[config.mk]
export PLATFORM = sky130hd
export DESIGN_NAME = cacheRefill
export DESIGN_NICKNAME = d
export VERILOG_FILES = /design/src/cachePkg.sv /design/src/cacheRefill.sv
export SDC_FILE = /design/constraint.sdc
export NUM_CORES = 1
export LEC_CHECK = 0
export BUFFER_PORTS_ARGS = -buffer_cell sky130_fd_sc_hd__buf_2
export CAP_MARGIN = 40
export CORE_AREA = 4 4 151 153
export DETAILED_ROUTE_END_ITERATION = 8
export DIE_AREA = 0 0 155 157
export MAX_ROUTING_LAYER = met4
export PLACE_DENSITY_LB_ADDON = 0.2
export SLEW_MARGIN = 15
export SYNTH_ARGS = -nofsm -noshare
export SYNTH_HDL_FRONTEND = slang
export SYNTH_SLANG_ARGS = --single-unit
[constraint.sdc]
create_clock -name clk -period 21.4 [get_ports clk]
set_clock_uncertainty 0.05 [all_clocks]
set_input_delay 3.21 -clock clk [delete_from_list [all_inputs] [get_ports clk]]
set_output_delay 3.21 -clock clk [all_outputs]
set_load 0.02 [all_outputs]
[src/cachePkg.sv]
package cachePkg;

  // data word and memory beat width
  parameter int XLEN = 64;

  // request address width
  parameter int ADDR_W = 32;

  // byte offset inside a 32-byte line
  parameter int OFFSET_W = 5;

  // beats per line refill
  parameter int BEATS = 4;

  // whole line width
  parameter int LINE_W = XLEN * BEATS;

  // request FSM states
  typedef enum logic [2:0] {
    IDLE,
    COMPARE,
    MISS,
    REFILL,
    RESP
  } cacheState;

endpackage

[src/cacheRefill.sv]
`timescale 1ns/1ps

module cacheRefill (
  input  logic                        clk,
  input  logic                        rst_n,
  input  logic                        refillStart_i,
  input  logic [cachePkg::ADDR_W-1:0] refillAddr_i,
  input  logic                        memRdValid_i,
  input  logic [cachePkg::XLEN-1:0]   memRdData_i,
  input  logic                        memRdLast_i,
  output logic                        memRdReq_o,
  output logic [cachePkg::ADDR_W-1:0] memAddr_o,
  output logic                        refillDone_o,
  output logic [cachePkg::LINE_W-1:0] refillLine_o
);

  logic beatTaken;

  assign beatTaken = memRdReq_o && memRdValid_i;

  // burst request held until the last beat
  always_ff @(posedge clk or negedge rst_n) begin
    if (!rst_n) begin
      memRdReq_o   <= 1'b0;
      memAddr_o    <= '0;
      refillDone_o <= 1'b0;
    end else begin
      refillDone_o <= 1'b0;
      if (refillStart_i) begin
        memRdReq_o <= 1'b1;
        memAddr_o  <= {refillAddr_i[cachePkg::ADDR_W-1:cachePkg::OFFSET_W],
                       {cachePkg::OFFSET_W{1'b0}}};
      end else if (beatTaken && memRdLast_i) begin
        memRdReq_o   <= 1'b0;
        refillDone_o <= 1'b1;
      end
    end
  end

  // lowest beat arrives first, so shift in from the top
  always_ff @(posedge clk) begin
    if (beatTaken) begin
      refillLine_o <= {memRdData_i, refillLine_o[cachePkg::LINE_W-1:cachePkg::XLEN]};
    end
  end

endmodule

==> metrics.md <==
| Metric | Value |
|---|---|
| Status | completed |
| Slew Limit Fails | 0 |
| Area of the core | roughly 22,000 µm² |
| Area Growth Syn to Fin | 37.0% |
| CTS tree | done |
| Period utilization | 0.217 |
| Clk buf depth | 3 |
| Post-CTS Setup Inserts | 0 |
| Drt drc | 0 |
| Peak supply drop | 0.0630 mV |
| Synth Cell Area | 8840 µm² |
| Vias post-DR | about 4,600 |
| Placer Congestion | between 0.8 and 0.9 |
| Filler cells | ~1,700 |
| Die Ht | between 150 and 200 µm |
| Slew headroom | 0.259 |
| CTS Buf Count | 29 |
| Root Buffer | clkbuf_16 |
| ANT nets after route | 0 |
| WP data required | 21.48 ns |
| Setup tns final | 0 ns |
| Fmax | approximately 0.22 GHz |
| Worst Path Arrival | between 4 and 5 ns |
| Reg2reg setup slack | between 15 and 20 ns |
| FF-to-FF End | refillLine_o[160] |
| CP max stage cell | buf_12 |
| DR pass1 iterations | 4 |
| Initial antenna violation count | 1 |
| H-tree levels | 1 |
| First-pass GRT wire length | roughly 28,000 µm |
| Startpoint Class | input port |
| Worst Hold Class | reg -> reg |
| Worst Max-Slew Pin Slew | 1.11 ns |
| Min-Delay Startpoint | refillLine_o[148] |
| FF-to-FF path depth | 3 |
| Final HPWL DP | around 14,000 µm |
| Most common cell after layout, fill and taps aside | buf_2 |
| Most frequent cells in the layout | buf_2, edfxtp_1, clkbuf_16, dfrtp_1, mux2_2 |
| Largest net degree at the start of global routing | ~190 |
| Via density | around 4.4 |
| Power Dens Cells | 108 nW/µm² |
| Total track usage | 0.152 |
| Post-layout minimum cycle time | around 4.6 ns |
| CP max FO | 193 |
| Share of cells above drive strength 1 | 0.602 |
| Later-pin clock latency in the skew report | 0.51 ns |
| Initial Utilization | 0.410 |
| WL per Instance | 18.5 µm |
| Max_cap viols | 0 |
| CTS clk-pin slew, worst paths | roughly 0.06 ns |
| Number of cells on the critical path | 4 |
| Chip width | between 150 and 200 µm |
| Remaining Overflow, GRT | 0 |
| Die ar. | around 24,000 µm² |
| Worst Path Buf+Inv | 3 |
| Routed wire length | 19,100 µm |
| Final Power | between 0.001 and 0.0015 W |
| Syn_area_per_cell | 27.2 µm² |
| Hold EP | refillLine_o[84] |
| Number of port buffers | 380 |
| Post-Syn Instances | between 300 and 400 |
| Vias in the first global route | around 4,800 |
| CP Capture Type | register |
| Sequential Area | about 8400 µm² |
| Final Setup Violations | 0 |
| Yosys cell types | 12 |
| Post-CTS sizing | 0 |
| WS Path Type | in -> reg |
| Critical path's top delay family | buffers and inverters |
| Final layout net count | 835 |
| I/O pins | 391 |
| Sequential area share after synthesis | 0.951 |
| Post-CTS Hold Buffers | 0 |
| Final Hold Viols | 0 |
| R2R Path Start | memRdReq_o |
| Seq cells post-synth | around 290 |
| Yosys warning count | 0 |
| Initial detailed-routing violation count | 204 |
| CTS Sinks | about 290 |
| Leak | between 4 and 5 nW |
| Critical path, cell by cell | buf_2 > and2_4 > buf_16 > buf_12 |
| Multi-input gate area | about 380 µm² |
| Critical path's largest stage delay | approximately 0.63 ns |
| WHS Path Cells | 0 |
| RSZ-0062 raised after global routing | no |
| Row Count | 54 |
## flip-flops by register name (all words and copies together) (netlist names)
name,cells
memAddr_o,27
memRdReq_o,1
refillDone_o,1
refillLine_o,256
## area by class of cell
| class | instances | share of cell area |
|---|---|---|
| well taps | 280 | 0.0289 |
| multi-input cells | 36 | 0.0315 |
| clock buffers | 36 | 0.0654 |
| repair buffers | 382 | 0.161 |
| diodes | 1 | 0.000207 |
| flip-flops and latches | 285 | 0.695 |
| clock inverters | 17 | 0.0184 |
## power by group
group	switching (W)	internal, W	leakage (nW)	total (W)
clock network	0.000198	0.000323	0.486	0.000520
logic	0.0000803	0.0000358	1.69	0.000116
registers	0.0000157	0.000653	2.80	0.000668
## metal layers
| layer | up-vias | wire (µm) | track usage |
|---|---|---|---|
| li1 | 2107 | - | - |
| met1 | 2195 | 6640 | 0.165 |
| met2 | 260 | 10000 | 0.266 |
| met3 | 34 | 2030 | 0.0506 |
| met4 | 0 | 480 | 0.0479 |
| met5 | - | 0 | - |
## synth_stat cells
master / instances / area share
dfrtp_1: 29 / 0.082
mux2_4: 8 / 0.014
and3b_1: 1 / 0.00099
buf_6: 2 / 0.0025
and2_1: 1 / 0.00071
buf_2: 1 / 0.00057
mux2_2: 19 / 0.024
buf_4: 5 / 0.0042
a21o_1: 1 / 0.00085
edfxtp_1: 256 / 0.87
conb_1: 1 / 0.00042
nand2_1: 1 / 0.00042
## metrics by stage
stage | area [µm²] | hold WS, ns | utilization | cells | setup WS, ns
2_1_floorplan | 8860 | 0.539 | - | 329 | 11.61
3_3_place_gp | 11100 | 0.375 | 0.513 | 982 | 16.11
3_5_place_dp | 11100 | 0.377 | 0.513 | 982 | 16.01
4_1_cts | 12100 | 0.387 | 0.561 | 1035 | 16.59
5_1_grt | 12100 | 0.399 | 0.562 | 1037 | 16.75
6_report | 12100 | 0.387 | 0.562 | 1037 | 16.76
## cells by family after synthesis
kind of cell	after synthesis	synth area share
compound gates	1	0.000849
buf+inv	8	0.00736
flops	285	0.951
mux	27	0.0378
other cells	1	0.000424
simple gates	3	0.00212
## worst max path at each step
stage	startpoint	endpoint	slack [ns]
5_1_grt	memRdValid_i	refillLine_o[32]	16.75
2_1_floorplan	memRdValid_i	refillDone_o	11.61
3_3_place_gp	memRdValid_i	refillLine_o[130]	16.11
3_5_place_dp	memRdValid_i	refillLine_o[124]	16.01
4_1_cts	memRdValid_i	refillLine_o[5]	16.59
6_report	memRdValid_i	refillLine_o[160]	16.76
## worst register-to-register path, delay by kind of cell, from the launching register on
kind	cells	cell delay (ns)
buffers and inverters	2	0.94
DFF	1	0.37
and+or+nand+nor	1	0.18
Note: power is estimated with default switching activity, not from simulation.
