`config.mk`:
```
export PLATFORM = sky130hd
export DESIGN_NAME = cacheTagArray
export DESIGN_NICKNAME = d
export VERILOG_FILES = /design/src/cachePkg.sv /design/src/cacheTagArray.sv
export SDC_FILE = /design/constraint.sdc
export NUM_CORES = 2
export LEC_CHECK = 0
export BUFFER_PORTS_ARGS = -buffer_cell sky130_fd_sc_hd__buf_4
export CORE_UTILIZATION = 25
export DETAILED_ROUTE_END_ITERATION = 10
export GPL_TIMING_DRIVEN = 0
export SLEW_MARGIN = 40
export SYNTH_ARGS = -nofsm -noshare
export SYNTH_HDL_FRONTEND = slang
export SYNTH_SLANG_ARGS = --single-unit
export TNS_END_PERCENT = 30
```
`constraint.sdc`:
```
create_clock -name clk -period 5.1 [get_ports clk]
set_input_delay 1.02 -clock clk [delete_from_list [all_inputs] [get_ports clk]]
set_output_delay 1.02 -clock clk [all_outputs]
set_load 0.01 [all_outputs]
```
`src/cachePkg.sv`:
```
package cachePkg;

  // data word and memory beat width
  parameter int XLEN = 64;

  // request address width
  parameter int ADDR_W = 32;

  // byte offset inside a 32-byte line
  parameter int OFFSET_W = 5;

  // beats per line refill
  parameter int BEATS = 4;

  // whole line width
  parameter int LINE_W = XLEN * BEATS;

  // request FSM states
  typedef enum logic [2:0] {
    IDLE,
    COMPARE,
    MISS,
    REFILL,
    RESP
  } cacheState;

endpackage

```
`src/cacheTagArray.sv`:
```
`timescale 1ns/1ps

module cacheTagArray #(
  parameter int NUM_SETS = 64
) (
  input  logic                        clk,
  input  logic                        rst_n,
  input  logic                        lookupEn_i,
  input  logic [cachePkg::ADDR_W-1:0] lookupAddr_i,
  input  logic                        refillDone_i,
  output logic                        hit_o,
  output logic                        hitWay_o,
  output logic [1:0]                  fillWe_o
);

  localparam int IDX_W = $clog2(NUM_SETS);
  localparam int TAG_W = cachePkg::ADDR_W - cachePkg::OFFSET_W - IDX_W;

  logic [TAG_W-1:0]    tagMem0 [NUM_SETS];
  logic [TAG_W-1:0]    tagMem1 [NUM_SETS];
  logic [NUM_SETS-1:0] valid0;
  logic [NUM_SETS-1:0] valid1;
  // index of the least recently used way in each set
  logic [NUM_SETS-1:0] lruBits;

  logic [IDX_W-1:0] lookupIdx;
  logic [IDX_W-1:0] reqIdx;
  logic [TAG_W-1:0] reqTag;
  logic [TAG_W-1:0] tagQ0;
  logic [TAG_W-1:0] tagQ1;
  logic [1:0]       validQ;
  logic             cmpValid;
  logic             hit0;
  logic             hit1;
  logic             victim;
  logic             victimQ;

  assign lookupIdx = lookupAddr_i[cachePkg::OFFSET_W +: IDX_W];

  // tag storage and the registered lookup
  always_ff @(posedge clk) begin
    if (lookupEn_i) begin
      reqIdx <= lookupIdx;
      reqTag <= lookupAddr_i[cachePkg::ADDR_W-1 -: TAG_W];
      tagQ0  <= tagMem0[lookupIdx];
      tagQ1  <= tagMem1[lookupIdx];
      validQ <= {valid1[lookupIdx], valid0[lookupIdx]};
    end
    if (refillDone_i) begin
      if (victimQ) begin
        tagMem1[reqIdx] <= reqTag;
      end else begin
        tagMem0[reqIdx] <= reqTag;
      end
    end
  end

  assign hit0     = validQ[0] && (tagQ0 == reqTag);
  assign hit1     = validQ[1] && (tagQ1 == reqTag);
  // only meaningful in the cycle right after a lookup
  assign hit_o    = cmpValid && (hit0 || hit1);
  assign hitWay_o = hit1;

  // victim prefers an empty way (way0 before way1) over the LRU way
  assign victim = !validQ[0] ? 1'b0 : (!validQ[1] ? 1'b1 : lruBits[reqIdx]);

  assign fillWe_o = {refillDone_i & victimQ, refillDone_i & ~victimQ};

  always_ff @(posedge clk or negedge rst_n) begin
    if (!rst_n) begin
      cmpValid <= 1'b0;
      victimQ  <= 1'b0;
      valid0   <= '0;
      valid1   <= '0;
      lruBits  <= '0;
    end else begin
      cmpValid <= lookupEn_i;
      if (cmpValid && !hit_o) begin
        victimQ <= victim;
      end
      if (hit_o) begin
        lruBits[reqIdx] <= ~hit1;
      end
      if (refillDone_i) begin
        lruBits[reqIdx] <= ~victimQ;
        if (victimQ) begin
          valid1[reqIdx] <= 1'b1;
        end else begin
          valid0[reqIdx] <= 1'b1;
        end
      end
    end
  end

endmodule

```
==> results.txt <==
----------------------------------------------------
[Setup path]
  Crit-path max FO ... 17
  Worst endpoint data arrival time ... 3.98 ns
  Crit Path Category ... reg2out
  Most common cell type on the critical path ... sky130_fd_sc_hd__buf_6
  Crit end category ... primary output
  Crit-path slowest cell ... sky130_fd_sc_hd__edfxtp_1
  Worst R2R Setup Slack ... around 0.94 ns
  Cell breakdown of the critical path ... buf_6, buf_8, buf_6, xor2_1, nor4_2, and3_1, nand2_1, inv_1, buf_4
  Req. time, crit path ... 4.08 ns
  Slowest stage delay, CP ... about 0.73 ns
  Worst Setup Start Kind ... register

[Pwr]
  Static power due to leakage ... 43.61 nW
  Portion of total power attributed to combinational logic ... 0.075
  Sequential share of power ... 0.509
  Clock network power share ... 0.416
  Worst voltage drop across the vdd grid ... 241.8 uV
  Switching power ... 12.11 mW
  Total power density per cell area ... 389.4 mW/mm2
  Internal Dissipation ... 41.80 mW
  Switching fraction of total power ... 0.2246

[Placed design]
  DP Wirelength ... between 200000 and 250000 um
  Routability cong. ... 0.8511
  Number of input and output port buffers inserted ... 34

[Route]
  First-iteration detailed-routing DRC count ... 7238
  Antenna Violating Nets Remaining ... 0
  Via count normalized by instance count ... between 4 and 5
  Via Count ... approximately 57000
  Average wire length per cell after detail routing ... 27.99 um
  Drt pass-1 iters ... 7
  Final WL ... around 330000 um
  DRC errors left ... 0

[Synthesis]
  Synth top area share ... 0.7286
  Synth warn ... 0
  Synthesized area per cell ... 23.47 um2
  Ranking of synthesized cells by area ... sky130_fd_sc_hd__edfxtp_1 (73%), sky130_fd_sc_hd__mux4_2 (18%), sky130_fd_sc_hd__dfrtp_1 (4.3%)
  Synth Flop Type ... sky130_fd_sc_hd__edfxtp_1
  Post-Synthesis Net Count ... 4881
  Synthesized flop and latch total ... 2953
  Dominant cell type by area after synthesis ... sky130_fd_sc_hd__edfxtp_1
  Combined area of all synthesized cells ... 0.1137 mm2
  Number of flops mapped to enable cells by yosys ... around 2800
  Part of the Yosys area used for sequential elements ... 0.7713
  Mapped Cells ... a little under 5000
  Number of distinct library cells after synthesis ... 46
  Share of async-settable or async-resettable flops after synthesis ... 0.06570

[Cells and area]
  Fraction of final layout cells with drive strength greater than 1 ... 0.3836
  Total Nets Final ... 5569
  Leading cell type in the layout, fill and taps excluded ... sky130_fd_sc_hd__edfxtp_1
  Leading cell types in the layout, fill and taps excluded ... sky130_fd_sc_hd__edfxtp_1 (2759), sky130_fd_sc_hd__mux4_2 (912), sky130_fd_sc_hd__clkbuf_16 (309), sky130_fd_sc_hd__dfrtp_1 (194), sky130_fd_sc_hd__clkbuf_1 (148)
  Number of filler instances in the final layout ... 42720
  Multi-input gate area ... about 0.026 mm2
  Post-layout utilization of the core ... 0.3058
  Synthesis-to-finish area growth ... 21.74%
  Sequential cell area ... 0.08770 mm2

[STA]
  Unrepaired setup endpoints after global routing ... no
  Total of endpoints with negative setup slack in the final report ... 0
  Slew HR ... 0.3515
  Hold violation count in the final report ... 0
  Worst hold slack ... around 0.31 ns
  Final Critical Period ... 4.997 ns
  Upper clock frequency limit ... 0.2001 GHz
  Period utilisation layout ... 0.9799
  Clock skew ... approximately 0.064 ns
  Final count of pins violating max slew ... 0
  Worst slew pin tran ... between 0.9 and 1 ns

[Worst hold path]
  Type of the tightest min-delay check ... in2reg

[Clocking]
  CTS sink count ... just under 3000
  Library cell used as clock root buffer ... sky130_fd_sc_hd__clkbuf_16
  Clock transition at the register clock pins on the worst setup and hold paths after CTS ... around 0.060 ns
  H-tree level count ... 5
  Cts bufs inserted ... 308
  Skew-Pair Late Insertion Delay ... 0.89 ns
  Clock tree from TritonCTS ... done
  Maximum count of clock buffers along a single path ... 4

[Floorplanning]
  Starting utilization of the core area ... 0.2512
  DIE WIDTH ... 676.4 um
  Y dimension of the die ... 676.4 um
  Core area ... around 0.45 mm2
  Count of standard-cell rows ... ~250
  Die outline area ... 0.4575 mm2
  Count of boundary I/O pins ... 40

[Global route]
  Number of global-route vias before repair ... 57430
  Total track usage ... 0.1399
  Maximum number of pins on one net before global-route repair ... 73
  Wire length of the first global-routing pass ... roughly 460000 um
  Total global routing overflow ... 0
  Antenna violations before repair ... 16

[Run status]
  Status ... finished, final reports clean

[Run]
  Max Cap Viol ... 0

----------------------------------------------------
## critical path: cells and delay by family, from the launching register on
family        cells  cell delay, ns
xor+xnor          1            0.10
buf+inv           5            1.22
flops             1            0.73
simple gates      3            1.03
## power groups by stage
stage                     combinational (mW)  sequential, mW  clock [mW]
final                                   4.02            27.5        22.4
after global routing                    4.17            27.5        23.6
after CTS                               4.01            27.4        22.7
after detailed placement                3.98            28.0           0
after global placement                  2.98            28.6           0
after floorplan                         1.86            28.1           0
## Yosys cell counts (34+ instances only)
master / instances
sky130_fd_sc_hd__buf_2: 58
sky130_fd_sc_hd__dfrtp_1: 194
sky130_fd_sc_hd__or2_2: 132
sky130_fd_sc_hd__inv_1: 67
sky130_fd_sc_hd__nor2_1: 134
sky130_fd_sc_hd__mux4_2: 912
sky130_fd_sc_hd__clkbuf_1: 178
sky130_fd_sc_hd__a211oi_1: 65
sky130_fd_sc_hd__o32ai_1: 45
sky130_fd_sc_hd__edfxtp_1: 2759
sky130_fd_sc_hd__xnor2_1: 34
sky130_fd_sc_hd__nand2_1: 57
## logic make-up after synthesis
group,share of synthesized area
flops,0.7713
mux,0.1851
simple gates,0.01642
buf+inv,0.01259
compound gates,0.01140
xor+xnor,0.003235
## through the flow
step                cell area (um2)  setup WS [ns]  total power [mW]  setup TNS (ns)  std cells
floorplan                    113700          1.071             30.00               0       4845
global placement             121400         -3.264             31.60         -707.14      10860
detailed placement           128400        -0.1663             31.94         -0.9640      11200
CTS                          138400        0.08585             54.16               0      11740
global route                 138400        0.03584             55.24               0      11750
finish                       138400         0.1027             53.91               0      11750
## repair_timing
item | CTS | global route
endpoints found under the hold margin | 16 | 0
setup buffers | 3 | 0
gates resized for setup | 1 | 1
hold buffers | 1 | 0
endpoints found under the setup margin | 2 | 1
## final timing paths
check                            startpoint          end  depth (start not counted)
max                              reqTag[19]     hitWay_o                          9
min                        lookupAddr_i[21]   reqTag[10]                          1
max reg2reg                      reqTag[19]  lruBits[30]                         10
min reg2reg                      valid1[42]   valid1[42]                          1
max in group asynchronous             rst_n  lruBits[30]                          5
min in group asynchronous             rst_n   valid0[56]                          2
## cell type report
| cell class | count | share of cell area |
|---|---|---|
| Antenna cell | 5 | 0.00009039 |
| Buffer | 276 | 0.009445 |
| Clock buffer | 373 | 0.05853 |
| Clock inverter | 171 | 0.01347 |
| Inverter | 67 | 0.001817 |
| Multi-Input combinational cell | 1549 | 0.1851 |
| Sequential cell | 2953 | 0.6336 |
| Tap cell | 5976 | 0.05401 |
| Timing Repair Buffer | 378 | 0.04394 |
## state kept, by name, summed over array words and instances, names as in the netlist
signal,flops
tagMem0,1344
valid1,64
reqIdx,6
victimQ,1
validQ,2
valid0,64
tagQ1,21
cmpValid,1
tagQ0,21
tagMem1,1344
lruBits,64
reqTag,21
## per-layer routing
metal | share of wire | up-vias | GRT usage
li1 | - | 22020 | -
met1 | 0.39 | 31000 | 0.1816
met2 | 0.48 | 2951 | 0.2253
met3 | 0.084 | 629 | 0.02691
met4 | 0.053 | 6 | 0.06806
met5 | 0.000097 | - | 0
(Power assumes the default switching activity.)
