--- src/cachePkg.sv ---
package cachePkg;

  // data word and memory beat width
  parameter int XLEN = 64;

  // request address width
  parameter int ADDR_W = 32;

  // byte offset inside a 32-byte line
  parameter int OFFSET_W = 5;

  // beats per line refill
  parameter int BEATS = 4;

  // whole line width
  parameter int LINE_W = XLEN * BEATS;

  // request FSM states
  typedef enum logic [2:0] {
    IDLE,
    COMPARE,
    MISS,
    REFILL,
    RESP
  } cacheState;

endpackage

--- src/cacheCtrl.sv ---
`timescale 1ns/1ps

module cacheCtrl #(
  parameter int NUM_SETS = 64
) (
  input  logic                        clk,
  input  logic                        rst_n,
  input  logic                        valid_i,
  input  logic [cachePkg::ADDR_W-1:0] addr_i,
  input  logic                        hit_i,
  input  logic                        hitWay_i,
  input  logic [cachePkg::LINE_W-1:0] way0Line_i,
  input  logic [cachePkg::LINE_W-1:0] way1Line_i,
  input  logic                        refillDone_i,
  input  logic [cachePkg::LINE_W-1:0] refillLine_i,
  output logic                        addrOk_o,
  output logic                        dataOk_o,
  output logic [cachePkg::XLEN-1:0]   rdData_o,
  output logic                        lookupEn_o,
  output logic [cachePkg::ADDR_W-1:0] lookupAddr_o,
  output logic                        refillStart_o,
  output logic [cachePkg::ADDR_W-1:0] refillAddr_o
);

  localparam int IDX_W  = $clog2(NUM_SETS);
  localparam int TAG_W  = cachePkg::ADDR_W - cachePkg::OFFSET_W - IDX_W;
  localparam int WSEL_W = $clog2(cachePkg::BEATS);

  cachePkg::cacheState state;
  cachePkg::cacheState nextState;

  logic                        accept;
  logic [TAG_W-1:0]            reqTag;
  logic [IDX_W-1:0]            reqIdx;
  logic [WSEL_W-1:0]           reqWord;
  logic [cachePkg::LINE_W-1:0] srcLine;

  // new request may enter while a hit is answered
  assign addrOk_o = (state == cachePkg::IDLE) || (state == cachePkg::COMPARE && hit_i);
  assign accept   = valid_i && addrOk_o;

  assign lookupEn_o   = accept;
  assign lookupAddr_o = addr_i;

  always_ff @(posedge clk or negedge rst_n) begin
    if (!rst_n) begin
      state <= cachePkg::IDLE;
    end else begin
      state <= nextState;
    end
  end

  always_comb begin
    nextState = state;
    case (state)
      cachePkg::IDLE: begin
        if (accept) begin
          nextState = cachePkg::COMPARE;
        end
      end
      cachePkg::COMPARE: begin
        if (!hit_i) begin
          nextState = cachePkg::MISS;
        end else if (!accept) begin
          nextState = cachePkg::IDLE;
        end
      end
      cachePkg::MISS: begin
        nextState = cachePkg::REFILL;
      end
      cachePkg::REFILL: begin
        if (refillDone_i) begin
          nextState = cachePkg::RESP;
        end
      end
      cachePkg::RESP: begin
        nextState = cachePkg::IDLE;
      end
      default: begin
        nextState = cachePkg::IDLE;
      end
    endcase
  end

  // request fields for the compare stage and the refill
  always_ff @(posedge clk) begin
    if (accept) begin
      reqTag  <= addr_i[cachePkg::ADDR_W-1 -: TAG_W];
      reqIdx  <= addr_i[cachePkg::OFFSET_W +: IDX_W];
      reqWord <= addr_i[cachePkg::OFFSET_W-1 -: WSEL_W];
    end
  end

  assign refillStart_o = (state == cachePkg::MISS);
  assign refillAddr_o  = {reqTag, reqIdx, {cachePkg::OFFSET_W{1'b0}}};

  assign dataOk_o = (state == cachePkg::COMPARE && hit_i) || (state == cachePkg::RESP);

  // word select from the hitting way or from the fresh line in RESP
  always_comb begin
    srcLine = hitWay_i ? way1Line_i : way0Line_i;
    if (state == cachePkg::RESP) begin
      srcLine = refillLine_i;
    end
    rdData_o = srcLine[reqWord * cachePkg::XLEN +: cachePkg::XLEN];
  end

endmodule

--- config.mk ---
export PLATFORM = sky130hd
export DESIGN_NAME = cacheCtrl
export DESIGN_NICKNAME = d
export VERILOG_FILES = /design/src/cachePkg.sv /design/src/cacheCtrl.sv
export SDC_FILE = /design/constraint.sdc
export NUM_CORES = 1
export LEC_CHECK = 0
export CORE_AREA = 4 4 368 370
export CTS_CLUSTER_DIAMETER = 80
export DETAILED_ROUTE_END_ITERATION = 10
export DIE_AREA = 0 0 372 374
export DONT_BUFFER_PORTS = 1
export GPL_ROUTABILITY_DRIVEN = 0
export REMOVE_ABC_BUFFERS = 1
export SYNTH_ARGS = -nofsm -noshare
export SYNTH_HDL_FRONTEND = slang
export SYNTH_SLANG_ARGS = --single-unit
--- constraint.sdc ---
create_clock -name clk -period 2.1 [get_ports clk]
set_input_delay 0.315 -clock clk [delete_from_list [all_inputs] [get_ports clk]]
set_output_delay 0.315 -clock clk [all_outputs]
set_load 0.05 [all_outputs]
==> flow_metrics.tcl, run 1 <==
set metrics [dict create \
    status "finished, violations left" \
    violations "negative setup slack" \
    boundaryPins 938 \
    maxCapViolCount 0 \
    met2_length_um 42300 \
    ys_seq_area_share_pct 12.0 \
    wl_um 98000 \
    crit_type "reg -> out" \
    ant_nets 0 \
    worst_pin_slew_ns 0.528 \
    ir_worst_vdd_mv 0.469 \
    skew_ns 0.00584 \
    min_path_type "in -> reg" \
    remaining_drc_errors 0 \
    synth.mux.area_fraction_pct 54.5 \
    vias_per_cell 3.38 \
    critPathSlowestCell "edfxtp_1" \
    cts_buffers 5 \
    grt_max_degree 129 \
    synthArstFlopShare_pct 9.38 \
    finalHoldViolCount 0 \
    fin_cells 2651 \
    slew_headroom_pct 64.9 \
    tns_ns -18.22 \
    ys_types 28 \
    ys_ff_latch 32 \
    antenna_found_initial 204 \
    clock_latency_ns 0.28 \
    die_w_um 372 \
    clkSinkCount 32 \
    clock_path_buffers 2 \
    drtIter0Drc 701 \
    critPathArrivalTime_ns 2.20 \
    synth_top_family_by_area "multiplexers" \
    final_nets 1625 \
    cp_slowest_stage_delay_ns 0.41 \
    synth_compound_area_share_pct 11.6 \
    grt_pass1_vias 8183 \
    initial_utilization_pct 5.96 \
    finalCriticalPeriod_ns 2.52 \
    core_area_mm2 0.133 \
    final_layout_size_suffix_gt1_share_pct 66.3 \
    globalRoute.totalOverflow 0 \
    port_buffers 0 \
    synth_edf_count 29 \
    min_period_over_period_pct 120 \
    wl_met3_um 15400 \
    clk_pin_slew_worst_paths_ns 0.06 \
    synth_xor_area_share_pct 0 \
    endpoint_kind "output pin" \
    first_pass_iters 5 \
    critical_path.cell_chain "buf_6, buf_16, buf_16, mux4_2, nand2_2, a32oi_2, buf_6" \
    die_area_mm2 0.139 \
    dp_hpwl_um 86100 \
    htree_levels 2 \
    num_rows 134 \
    final_max_slew_viol_count 0 \
    syn2layout_area_growth_pct 54.8 \
    grt_pass1_wl_um 112000 \
    wl_per_cell_um 37.0 \
    pre_cts_slack_ns -0.295 \
    fill_cells 15291 \
    syn_inst 748 \
    power_density_mw_per_mm2 758 \
    root_buffer "clkbuf_16" \
    cts_tree "done" \
    fmax_ghz 0.398 \
    synthFlopType "edfxtp_1" \
    p_leak_nw 3.80 \
    final_cell_mix "nand2_1, mux4_2, mux2_2" \
    via_count 8962 \
    synth_fa_ha_area_share_pct 0 \
    power_w 0.00928 \
    wl_met1_um 35500 \
    fp.dieH_um 374 \
    track_usage_pct 13.0 \
    path_max_fanout 9 \
    synth_simple_gate_area_share_pct 10.2 \
    dpl.cell_count 2548 \
    syn_area_mm2 0.00791 \
    synth_area_per_cell_um2 10.6 \
    setup_viol 64 \
    final_core_util_pct 9.23 \
    layout_commonest_cell "nand2_1" \
    yosys_warnings 0 \
    cp-start-kind "flip-flop" \
    highest_layer "met5" \
    rsz0062_at_grt "true" \
    critPathRequiredTime_ns 1.78 \
    worst_slack_ns -0.415 \
]
[cells in the mapped netlist, types with 2 or more instances]
cell	count	share of area, %
a311oi_1	2	0.22
mux2_2	127	18
buf_6	7	1.0
nand2_1	189	9.0
mux4_2	128	36
a32oi_1	63	7.0
buf_8	4	0.76
buf_2	48	3.0
dfrtp_1	3	0.95
nor2_1	3	0.14
nand2b_1	2	0.16
clkbuf_1	14	0.66
buf_4	42	4.0
a21oi_1	65	4.1
nor2b_1	2	0.16
edfxtp_1	29	11
buf_12	9	2.3
[cell families after synthesis]
group	after synthesis
compound gates	133
buf+inv	124
flops	32
mux	255
other cells	1
simple gates	203
[worst max-delay path: cells and delay by family (launching register included)]
kind	cells	cell delay, ns
multiplexers	1	0.36
flip-flops	1	0.41
AND/OR/NAND/NOR	1	0.12
buffers and inverters	4	0.72
AO/OA/AOI/OAI	1	0.24
[final cells by class]
| class | instances | area (µm²) | area share, % |
|---|---|---|---|
| Multi-Input combinational cell | 596 | 6520 | 53.3 |
| Timing Repair Buffer | 184 | 2240 | 18.3 |
| Tap cell | 1768 | 2210 | 18.1 |
| Sequential cell | 32 | 946 | 7.73 |
| Antenna cell | 63 | 158 | 1.29 |
| Clock buffer | 6 | 129 | 1.05 |
| Clock inverter | 2 | 35.0 | 0.286 |
[metal layers]
layer | track usage [%] | vias up
met5 | 0 | -
met4 | 2.91 | 86
met3 | 8.26 | 346
met2 | 20.0 | 1088
met1 | 15.0 | 4272
li1 | - | 3170
[stage by stage]
stage	hold WS, ns	cell area (µm²)
6_report	0.126	12200
5_1_grt	0.110	12200
4_1_cts	0.125	11600
3_5_place_dp	0.0195	10700
3_3_place_gp	0.0196	10700
2_1_floorplan	0.0194	7000
[registers in the layout (all words and copies together) (netlist names)]
register / cells
reqWord: 2
reqIdx: 6
state: 3
reqTag: 21
[final timing paths]
check / start / end / slack [ns] / cells after the start
worst max-delay path: reqWord[0] / rdData_o[58] / -0.42 / 7
worst min-delay path: addr_i[15] / reqTag[4] / 0.13 / 0
worst max register to register: state[0] / reqWord[0] / 0.41 / 5
worst min register to register: state[2] / state[1] / 0.63 / 2
max in group asynchronous: rst_n / state[2] / 1.66 / 1
min in group asynchronous: rst_n / state[0] / 0.29 / 1
[what timing repair did]
action | 4_1_cts | 5_1_grt
endpoints found under the hold margin | 3 | 0
gates cloned | 8 | 7
hold buffers | 1 | 0
setup endpoints to repair | 64 | 64
setup buffers | 13 | 4
gates resized for setup | 100 | 75
pin swaps | 27 | 26
[power breakdown]
group          leakage, nW  internal (W)  switching (W)
clock network       0.0812      0.000557       0.000266
registers            0.305      0.000867       0.000401
logic                 3.41       0.00287        0.00432
(Power assumes the default switching activity.)
==> run 2, diff against run 1 <==
- ABC_AREA: not set -> 1
- CORE_AREA: 4 4 368 370 -> 4 4 366 368
- DIE_AREA: 0 0 372 374 -> 0 0 370 372
==> flow_metrics.tcl, run 2 <==
set metrics [dict create \
    boundaryPins 938 \
    status "finished, violations left" \
    pre_cts_slack_ns -0.259 \
    ir_worst_vdd_mv 0.563 \
    layout_commonest_cell "nand2_1" \
    clock_latency_ns 0.29 \
    violations "negative setup slack" \
    p_leak_nw 7.26 \
    synth_top_area_share_pct 46.5 \
    largest_register_ffs 21 \
    synth_edf_count 29 \
    min_path_type "in -> reg" \
    power_density_mw_per_mm2 910 \
    wl_um 103000 \
    finalCriticalPeriod_ns 2.33 \
    track_usage_pct 12.9 \
    syn2layout_area_growth_pct 72.0 \
    rsz0062_at_grt "true" \
    clkSinkCount 32 \
    crit_type "reg -> out" \
    first_pass_iters 6 \
    htree_levels 2 \
    final_max_slew_viol_count 0 \
    final_layout_size_suffix_gt1_share_pct 27.8 \
    worst_slack_ns -0.229 \
    design_area_mm2 0.0161 \
    via_count 15172 \
    critPathBufInv 5 \
    root_buffer "clkbuf_16" \
    final_cell_mix "nand2_1, nand3_1, nand2_2" \
    dp_hpwl_um 82000 \
    drtIter0Drc 1776 \
    num_rows 133 \
    clk_pin_slew_worst_paths_ns 0.05 \
    finalHoldViolCount 0 \
    yosys_warnings 0 \
    setup_viol 64 \
    antenna_found_initial 87 \
    path_max_fanout 8 \
    die_w_um 370 \
    grt_max_degree 258 \
    synth_most_common_cell "nand2_1" \
    skew_ns 0.00380 \
    maxCapViolCount 0 \
    vias_per_cell 3.96 \
    final_core_util_pct 12.3 \
    critical_path.cell_chain "buf_12, buf_12, buf_16, clkbuf_16, nand3_1, nand2_1, nand2_1, nand3_2, nand2_4, buf_12" \
    clock_path_buffers 2 \
    port_buffers 0 \
    path_delay_family "buffers and inverters" \
    reg.largest.list "reqTag: 21 flops, reqIdx: 6 flops, state: 3 flops" \
    syn_area_mm2 0.00935 \
    ant_nets 0 \
    endpoint_kind "output pin" \
    critPathSlowestCell "edfxtp_1" \
    ys_types 21 \
    cts_tree "done" \
    ys_seq_area_share_pct 10.1 \
    min_period_over_period_pct 111 \
    synthArstFlopShare_pct 9.38 \
    initial_utilization_pct 7.15 \
    synth_top_area_cell "nand2_1" \
    critPathArrivalTime_ns 2.01 \
    cp-start-kind "flip-flop" \
    die_area_mm2 0.138 \
    core_area_mm2 0.131 \
    slew_headroom_pct 58.5 \
    worst_pin_slew_ns 0.623 \
    remaining_drc_errors 0 \
    placed_area_mm2 0.0130 \
    cp_slowest_stage_delay_ns 0.41 \
    fill_cells 15284 \
    synth_area_per_cell_um2 4.70 \
    ys_ff_latch 32 \
    grt_pass1_vias 12368 \
    regMostFlops "reqTag" \
    wl_per_cell_um 26.9 \
    grt_pass1_wl_um 118000 \
    synthTopCellsByArea "nand2_1, nand3_1, edfxtp_1" \
    final_nets 2846 \
    crit_top_cell "buf_12" \
    fmax_ghz 0.429 \
    power_w 0.0146 \
    cts_buffers 5 \
    critPathRequiredTime_ns 1.78 \
    synthFlopType "edfxtp_1" \
    syn_inst 1988 \
    fp.dieH_um 372 \
    synth_commonest_cells "nand2_1, nand3_1, buf_2, inv_1, buf_4" \
    globalRoute.totalOverflow 0 \
]
==> run 2: cells by family (layout without fill, tap and decap cells) <==
kind of cell	Yosys count	count (layout)	synth area share [%]
simple gates	1631	1631	72.2
buf+inv	291	340	15.8
flops	32	32	10.1
other cells	1	41	0.0401
compound gates	33	33	1.82
==> run 2: layout make-up <==
class	instances	area [µm²]	area share (%)
antenna	36	90.1	0.560
clock buffer	5	125	0.778
clock inverter	3	37.5	0.233
inverter	97	413	2.57
multi-input combinational	1669	8360	52.0
sequential	32	947	5.89
tap	1755	2200	13.7
timing repair buffer	234	3900	24.3
timing repair inverter	1	11.3	0.0700
==> run 2: final timing paths <==
check                      startpoint           end  slack (ns)  cells past startpoint
setup reg to reg             state[1]     reqIdx[5]        0.19                      6
setup / recovery           reqWord[0]  rdData_o[11]       -0.23                     10
hold reg to reg              state[0]      state[0]        0.80                      4
min in group asynchronous       rst_n      state[0]        0.31                      1
max in group asynchronous       rst_n      state[2]        1.58                      1
hold / removal             addr_i[28]    reqTag[17]        0.12                      0
==> run 2: per-layer routing <==
layer / part of all wire [%] / GRT usage [%] / vias up
li1: - / - / 6392
met1: 39 / 15.9 / 7119
met2: 42 / 19.3 / 1294
met3: 14 / 7.18 / 295
met4: 3.5 / 3.33 / 72
met5: 0.44 / 0 / -
==> run 2: per-stage QoR <==
| step | setup TNS, ns | cells | hold WS, ns |
|---|---|---|---|
| finish | -11.16 | 3832 | 0.117 |
| global route | -15.58 | 3812 | 0.102 |
| CTS | -13.09 | 3748 | 0.101 |
| detailed placement | -4.30 | 3722 | 0.0203 |
| global placement | -4.13 | 3722 | 0.0203 |
| floorplan | -406.46 | 1798 | 0.0194 |
==> run 2: timing repair <==
action / in CTS / in global routing
gates cloned: 12 / 22
endpoints found under the setup margin: 67 / 67
hold endpoints to repair: 3 / 0
setup buffers: 5 / 26
gates resized for setup: 227 / 229
hold buffers: 1 / 0
pin swaps: 19 / 110
==> run 2: power breakdown <==
group          internal (W)  switching (W)  leakage, nW
combinational       0.00483        0.00758         6.87
sequential         0.000905       0.000476        0.307
clock              0.000551       0.000280       0.0791
